==> src/hdl/deskew_pkg.sv <==
`default_nettype none

package deskew_pkg;

    // Lane geometry
    localparam int N_LANES  = 4;
    localparam int NB_BLOCK = 66;

    // Largest lane to lane skew in valid beats, also the delay line depth
    localparam int MAX_SKEW = 16;

    // Counts must reach MAX_SKEW+1 so an overlong skew is still visible
    localparam int NB_DELAY = $clog2(MAX_SKEW + 2);
    localparam int NB_TAP   = $clog2(MAX_SKEW);

    typedef logic [NB_DELAY-1:0] count_t;

    // One coded block plus its alignment marker flag
    typedef struct packed {
        logic                am;
        logic [NB_BLOCK-1:0] block;
    } lane_word_t;

    typedef lane_word_t [N_LANES-1:0] lane_bus_t;

    typedef enum logic [2:0] {
        ST_IDLE,
        ST_WAIT_FIRST,
        ST_COUNT,
        ST_SET_DELAY,
        ST_ALIGNED,
        ST_INVALID
    } deskew_state_e;

endpackage

`default_nettype wire
==> src/hdl/deskew_top.sv <==
`timescale 1ns/1ps
`default_nettype none

module deskew_top
(
    input  logic                  i_clock,
    input  logic                  i_arst_n,
    input  logic                  i_enable,
    input  logic                  i_valid,
    input  logic                  i_am_lock,
    input  logic                  i_resync,
    input  deskew_pkg::lane_bus_t i_lanes,
    output deskew_pkg::lane_bus_t o_lanes,
    output logic                  o_deskew_done,
    output logic                  o_invalid_skew
);
    import deskew_pkg::*;

    logic               count_run;
    logic               clear;
    logic               set_delay;
    logic               common_stop;
    logic [N_LANES-1:0] lane_stop;
    count_t             common_count;
    count_t             lane_count [N_LANES];

    deskew_fsm u_deskew_fsm
    (
        .i_clock        (i_clock),
        .i_arst_n       (i_arst_n),
        .i_enable       (i_enable),
        .i_valid        (i_valid),
        .i_am_lock      (i_am_lock),
        .i_resync       (i_resync),
        .i_lanes        (i_lanes),
        .i_common_count (common_count),
        .o_count_run    (count_run),
        .o_clear        (clear),
        .o_set_delay    (set_delay),
        .o_common_stop  (common_stop),
        .o_lane_stop    (lane_stop),
        .o_deskew_done  (o_deskew_done),
        .o_invalid_skew (o_invalid_skew)
    );

    // Stops only after every lane, so it ends on the largest skew
    skew_counter u_common_counter
    (
        .i_clock  (i_clock),
        .i_arst_n (i_arst_n),
        .i_valid  (i_valid),
        .i_run    (count_run),
        .i_stop   (common_stop),
        .i_clear  (clear),
        .o_count  (common_count)
    );

    for (genvar k = 0; k < N_LANES; k++)
    begin : g_lane
        skew_counter u_lane_counter
        (
            .i_clock  (i_clock),
            .i_arst_n (i_arst_n),
            .i_valid  (i_valid),
            .i_run    (count_run),
            .i_stop   (lane_stop[k]),
            .i_clear  (clear),
            .o_count  (lane_count[k])
        );

        lane_delay_fifo u_lane_delay
        (
            .i_clock      (i_clock),
            .i_arst_n     (i_arst_n),
            .i_valid      (i_valid),
            .i_set_delay  (set_delay),
            .i_clear      (clear),
            .i_lane_count (lane_count[k]),
            .i_max_count  (common_count),
            .i_word       (i_lanes[k]),
            .o_word       (o_lanes[k])
        );
    end

endmodule

`default_nettype wire

==> src/hdl/lane_delay_fifo.sv <==
`timescale 1ns/1ps
`default_nettype none

module lane_delay_fifo
(
    input  logic                   i_clock,
    input  logic                   i_arst_n,
    input  logic                   i_valid,
    input  logic                   i_set_delay,
    input  logic                   i_clear,
    input  deskew_pkg::count_t     i_lane_count,
    input  deskew_pkg::count_t     i_max_count,
    input  deskew_pkg::lane_word_t i_word,
    output deskew_pkg::lane_word_t o_word
);
    import deskew_pkg::*;

    lane_word_t        store [MAX_SKEW];
    count_t            delay_q;
    count_t            delay_m1;
    logic [NB_TAP-1:0] tap_sel;

    // Entry k holds the word from k+1 valid beats ago
    always_ff @(posedge i_clock)
    begin
        if (i_valid)
        begin
            store[0] <= i_word;
            for (int k = 1; k < MAX_SKEW; k++)
            begin
                store[k] <= store[k-1];
            end
        end
    end

    // Lane delay is its distance behind the slowest lane
    always_ff @(posedge i_clock or negedge i_arst_n)
    begin
        if (!i_arst_n)
        begin
            delay_q <= '0;
        end
        else if (i_clear)
        begin
            delay_q <= '0;
        end
        else if (i_set_delay)
        begin
            delay_q <= i_max_count - i_lane_count;
        end
    end

    assign delay_m1 = delay_q - count_t'(1);
    assign tap_sel  = delay_m1[NB_TAP-1:0];

    // Zero delay passes straight through
    assign o_word = (delay_q == '0) ? i_word : store[tap_sel];

endmodule

`default_nettype wire

==> src/hdl/deskew_fsm.sv <==
`timescale 1ns/1ps
`default_nettype none

module deskew_fsm
(
    input  logic                            i_clock,
    input  logic                            i_arst_n,
    input  logic                            i_enable,
    input  logic                            i_valid,
    input  logic                            i_am_lock,
    input  logic                            i_resync,
    input  deskew_pkg::lane_bus_t           i_lanes,
    input  deskew_pkg::count_t              i_common_count,
    output logic                            o_count_run,
    output logic                            o_clear,
    output logic                            o_set_delay,
    output logic                            o_common_stop,
    output logic [deskew_pkg::N_LANES-1:0]  o_lane_stop,
    output logic                            o_deskew_done,
    output logic                            o_invalid_skew
);
    import deskew_pkg::*;

    deskew_state_e      state_q;
    deskew_state_e      state_next;
    logic [N_LANES-1:0] seen_q;
    logic [N_LANES-1:0] am_beat;
    logic               any_am;
    logic               all_seen;
    logic               abort;
    logic               clear_q;

    // Marker flags that belong to a valid beat
    always_comb
    begin
        for (int k = 0; k < N_LANES; k++)
        begin
            am_beat[k] = i_valid && i_lanes[k].am;
        end
    end

    assign any_am   = |am_beat;
    assign abort    = i_resync || !i_am_lock || !i_enable;

    // A lane stops in the very beat its marker shows up
    assign o_lane_stop   = seen_q | am_beat;
    assign all_seen      = &o_lane_stop;
    assign o_common_stop = all_seen;

    // Run already in the first marker beat so trailing lanes count it
    assign o_count_run = (state_q == ST_COUNT) ||
                         ((state_q == ST_WAIT_FIRST) && any_am);

    always_comb
    begin
        state_next = state_q;
        case (state_q)
            ST_IDLE:
            begin
                state_next = ST_WAIT_FIRST;
            end
            ST_WAIT_FIRST:
            begin
                // All lanes may already be aligned
                if (all_seen)
                begin
                    state_next = ST_SET_DELAY;
                end
                else if (any_am)
                begin
                    state_next = ST_COUNT;
                end
            end
            ST_COUNT:
            begin
                // Overrun wins even if the late lane arrives in this beat
                if ((i_common_count > count_t'(MAX_SKEW)) && !(&seen_q))
                begin
                    state_next = ST_INVALID;
                end
                else if (all_seen)
                begin
                    state_next = ST_SET_DELAY;
                end
            end
            ST_SET_DELAY:
            begin
                state_next = ST_ALIGNED;
            end
            ST_ALIGNED, ST_INVALID:
            begin
                state_next = state_q;
            end
            default:
            begin
                state_next = ST_IDLE;
            end
        endcase

        if (abort)
        begin
            state_next = ST_IDLE;
        end
    end

    always_ff @(posedge i_clock or negedge i_arst_n)
    begin
        if (!i_arst_n)
        begin
            state_q <= ST_IDLE;
            seen_q  <= '0;
            clear_q <= 1'b0;
        end
        else
        begin
            state_q <= state_next;
            // One cycle clear on every entry to idle
            clear_q <= (state_next == ST_IDLE) && (state_q != ST_IDLE);
            if (state_q == ST_IDLE)
            begin
                seen_q <= '0;
            end
            else if (o_count_run)
            begin
                seen_q <= o_lane_stop;
            end
        end
    end

    assign o_clear        = clear_q;
    assign o_set_delay    = (state_q == ST_SET_DELAY);
    assign o_deskew_done  = (state_q == ST_ALIGNED);
    assign o_invalid_skew = (state_q == ST_INVALID);

endmodule

`default_nettype wire

==> src/hdl/skew_counter.sv <==
`timescale 1ns/1ps
`default_nettype none

module skew_counter
(
    input  logic               i_clock,
    input  logic               i_arst_n,
    input  logic               i_valid,
    input  logic               i_run,
    input  logic               i_stop,
    input  logic               i_clear,
    output deskew_pkg::count_t o_count
);
    import deskew_pkg::*;

    count_t count_q;
    logic   advance;

    // Holds at all ones so a long skew never wraps below the limit
    assign advance = i_valid && i_run && !i_stop && (count_q != '1);

    always_ff @(posedge i_clock or negedge i_arst_n)
    begin
        if (!i_arst_n)
        begin
            count_q <= '0;
        end
        else if (i_clear)
        begin
            count_q <= '0;
        end
        else if (advance)
        begin
            count_q <= count_q + count_t'(1);
        end
    end

    assign o_count = count_q;

endmodule

`default_nettype wire

==> config.mk <==
export PLATFORM = sky130hd
export DESIGN_NAME = deskew_top
export DESIGN_NICKNAME = d
export VERILOG_FILES = /design/src/hdl/deskew_pkg.sv /design/src/hdl/deskew_top.sv /design/src/hdl/lane_delay_fifo.sv /design/src/hdl/deskew_fsm.sv /design/src/hdl/skew_counter.sv
export SDC_FILE = /design/constraint.sdc
export NUM_CORES = 2
export LEC_CHECK = 0
export BUFFER_PORTS_ARGS = -buffer_cell sky130_fd_sc_hd__buf_4
export CORE_MARGIN = 2
export CORE_UTILIZATION = 35
export CTS_CLUSTER_DIAMETER = 120
export DETAILED_ROUTE_END_ITERATION = 8
export PLACE_DENSITY_LB_ADDON = 0.2
export SYNTH_ARGS = -nofsm -noshare
export SYNTH_HDL_FRONTEND = slang
export SYNTH_MEMORY_MAX_BITS = 65536
export SYNTH_SLANG_ARGS = --single-unit
==> constraint.sdc <==
create_clock -name i_clock -period 4.15 [get_ports i_clock]
set_input_delay 0.6225 -clock i_clock [delete_from_list [all_inputs] [get_ports i_clock]]
set_output_delay 0.6225 -clock i_clock [all_outputs]
set_load 0.005 [all_outputs]
==> impl_results.md <==
- R2R Setup Slk: 1.75 ns
- Post-synth top flop: edfxtp_1
- Setup Slack @ Placement: 0.444 ns
- Critical path, cell by cell: inv_4, ha_4, buf_12, buf_12, buf_12, buf_16, mux4_2, mux2_2, o32ai_2, a21oi_2, buf_4, buf_4
- Buffers on Ports: 543
- Post-synth net total: 7613
- Sequential-to-total area share from yosys stat: 77.5%
- Hold Path Depth: 1
- Mean Syn Cell Area: 23.0 sq um
- Final setup fails: 0
- Die Wd: 697 um
- Starting density of the core: 35.1%
- Critical path arrival: 3.50 ns
- Layout cells sized above 1: 37.6%
- Routability congestion estimate: 0.739
- Leakage: 70.1 nW
- Worst path depth: 12
- Final WL: 397 mm
- Yosys reg bits: 4341
- Worst Path Max Fanout: 7
- Cell family contributing the most delay on the critical path: buffers and inverters
- Most common library cells after synthesis: edfxtp_1, mux4_2, mux2i_1
- Tot Pwr: 96.8 mW
- Placed cells: 14100
- CTS sink count: 4341
- Vias in the first global route: 85300
- Max_slew headroom: 4.32%
- Clock latency on the worst-skew pair: 1.01 ns
- WS Path Type: flop to output port
- CTS clock-pin slew for the worst setup and hold paths: 0.06 ns
- Syn. warnings: 0
- P&R area growth vs syn: 24.1%
- Total die area: 485000 sq um
- H-tree levels: 5
- Endpoints failing hold: 0
- CP max stage delay: 0.53 ns
- Fmax: 243 MHz
- FP Rows: 254
- Max-cap violation count: 0
- DRC violations left: 0
- Yosys cell types: 52
- R2r worst-path depth: 6
- Grt ovf: 0
- Slew @ Worst Pin: 1.44 ns
- Synthesized instance count: 7304
- Area leader, netlist: edfxtp_1
- RSZ-0062 raised after global routing: yes
- DRT Pass-1 Iters: 5
- TritonCTS clock tree: yes
- WL per Instance: 25.6 um
- Area contributors post-synth: edfxtp_1, mux4_2, mux2i_1
- Via count: 81000
- Nets@finish: 9027
- Final period util: 99.3%
- Slew Limit Fails: 0
- Die height: 697 um
- CTS Buf Count: 466
- Worst Clk Skew: 0.0614 ns
- HPWL after DPL: 208 mm
- Global-route wire length before repair: 582 mm
- Cell Count, Final, Fillers Out: 15500
- Min Tclk post-route: 4.12 ns
- DRT antenna net count: 0
- Synth top area share: 76.7%
- Most common cell on crit path: buf_12
- EDFF count, synth: 4288
- Worst-case clock buffer depth: 4
- Pin count of the biggest net entering global routing: 205
- Vias/cell: 5.22
- Max stage delay cell, worst path: dfrtp_4
- Initial antenna violation count: 40
- All-layer global routing usage: 15.8%
- Worst Path Buf+Inv: 7
- Setup crit end kind: output port
- Outcome: finished, final reports clean
- Count leader, synth: edfxtp_1
- Cell Area, Synth: 168000 sq um
- Crit path required time: 3.53 ns
- Hold Path Class: input pin to flop
- Final setup margin: 0.0281 ns
- Setup TNS Final: 0 ns
- Initial drt markers: 7536
- Asr flop ratio synth: 1.22%
- Crit path launch type: flop
- PwrDens: 465 nW/um^2
- VDD IR-drop max: 0.375 mV
- CORE AREA: 478000 sq um
- Clk root buf: clkbuf_16
- Top Ports: 544
==> path summary, 6_finish.rpt <==
kind	start	end
max	g_lane[2].u_lane_delay.delay_q[0]	o_lanes[166]
min	i_valid	g_lane[3].u_lane_delay.store[13][48]
max reg2reg	g_lane[2].u_lane_counter.o_count[0]	g_lane[2].u_lane_counter.o_count[3]
min reg2reg	g_lane[0].u_lane_delay.store[9][36]	g_lane[0].u_lane_delay.store[10][36]
max in group asynchronous	i_arst_n	g_lane[0].u_lane_delay.delay_q[0]
min in group asynchronous	i_arst_n	g_lane[2].u_lane_delay.delay_q[4]
==> repair_timing <==
item                       4_1_cts  5_1_grt
hold buffers                   269        0
setup endpoints to repair      268      210
setup buffers                  171       42
resized for setup              555      196
cloned                          98       23
pin swaps                       31       33
hold endpoints to repair       325        0
==> per-layer routing <==
layer	vias up	routed length, um	global-route usage (%)
met3	583	18000	2.24
met2	2031	195000	25.9
met5	-	58	0
met1	43900	174000	22.2
met4	10	9790	4.07
li1	34500	-	-
==> cell usage in the layout (no fill, tap or decap), types with 26 or more instances in the layout <==
cell / Yosys / final
bufbuf_16: 0 / 27
o21ai_0: 34 / 33
buf_4: 13 / 765
a211oi_2: 1 / 26
mux4_2: 1072 / 1072
nor2_1: 77 / 77
clkinv_1: 0 / 127
dfrtp_1: 53 / 45
nor2b_1: 76 / 75
o32ai_4: 0 / 39
buf_12: 0 / 129
a21oi_1: 232 / 138
a211oi_1: 70 / 41
dlygate4sd3_1: 0 / 269
ha_1: 31 / 27
bufinv_16: 0 / 39
buf_16: 0 / 115
mux2i_1: 268 / 237
clkinv_2: 0 / 79
a221oi_2: 10 / 26
clkbuf_16: 0 / 488
edfxtp_1: 4288 / 4288
o32ai_1: 201 / 50
a21oi_2: 0 / 84
o32ai_2: 0 / 112
clkbuf_1: 208 / 101
mux2_4: 0 / 41
mux2_2: 202 / 161
buf_6: 22 / 38
==> registers in the layout, summed over array words and instances, names as in the netlist <==
signal / cells
g_lane.u_lane_delay.delay_q: 20
u_deskew_fsm.state_q: 3
g_lane.u_lane_delay.store: 4288
u_deskew_fsm.seen_q: 4
u_deskew_fsm.o_clear: 1
u_common_counter.o_count: 5
g_lane.u_lane_counter.o_count: 20
==> per-stage QoR <==
stage	hold slack, ns	instance area (sq um)	util, %
6_report	0.251	208000	43.6
5_1_grt	0.225	208000	43.6
4_1_cts	0.184	207000	43.2
3_5_place_dp	0.427	181000	37.9
3_3_place_gp	0.422	181000	37.9
2_1_floorplan	0.327	168000	-
==> logic make-up (layout without fill, tap and decap cells) <==
kind of cell / after synthesis / after routing / synth area share (%)
DFF: 4341 / 4341 / 77.5
muxes: 1542 / 1542 / 17.3
AOI/OAI and AO/OA: 645 / 645 / 2.74
buffers and inverters: 471 / 2274 / 1.30
and+or+nand+nor: 254 / 261 / 0.805
adders and majority gates: 35 / 35 / 0.279
xor gates and xnor gates: 16 / 16 / 0.0834
other: 0 / 9 / 0
==> power breakdown <==
group	leakage, nW	internal, mW	switching, mW
Sequential	42.7	51.2	1.17
Clock	7.27	23.2	17.6
Combinational	20.2	1.75	1.90
Total	70.1	76.1	20.7
==> worst reg2reg max path, cell delays in order, from the launching register on <==
cell and delay, ns:
dfrtp_1 0.43, ha_1 0.25, and3_1 0.19, ha_1 0.19, or4_1 0.57, or4_1 0.52
a21oi_1 0.15
==> area by class of cell <==
class	count	area, sq um
clock inverters	294	2880
repair buffers	1381	16300
diodes	9	22.5
clock buffers	570	12100
fillers	40600	270000
well taps	6400	8010
flip-flops and latches	4341	130000
multi-input cells	2499	38900
inverters	29	114
Power figures use the tool's default switching activity.
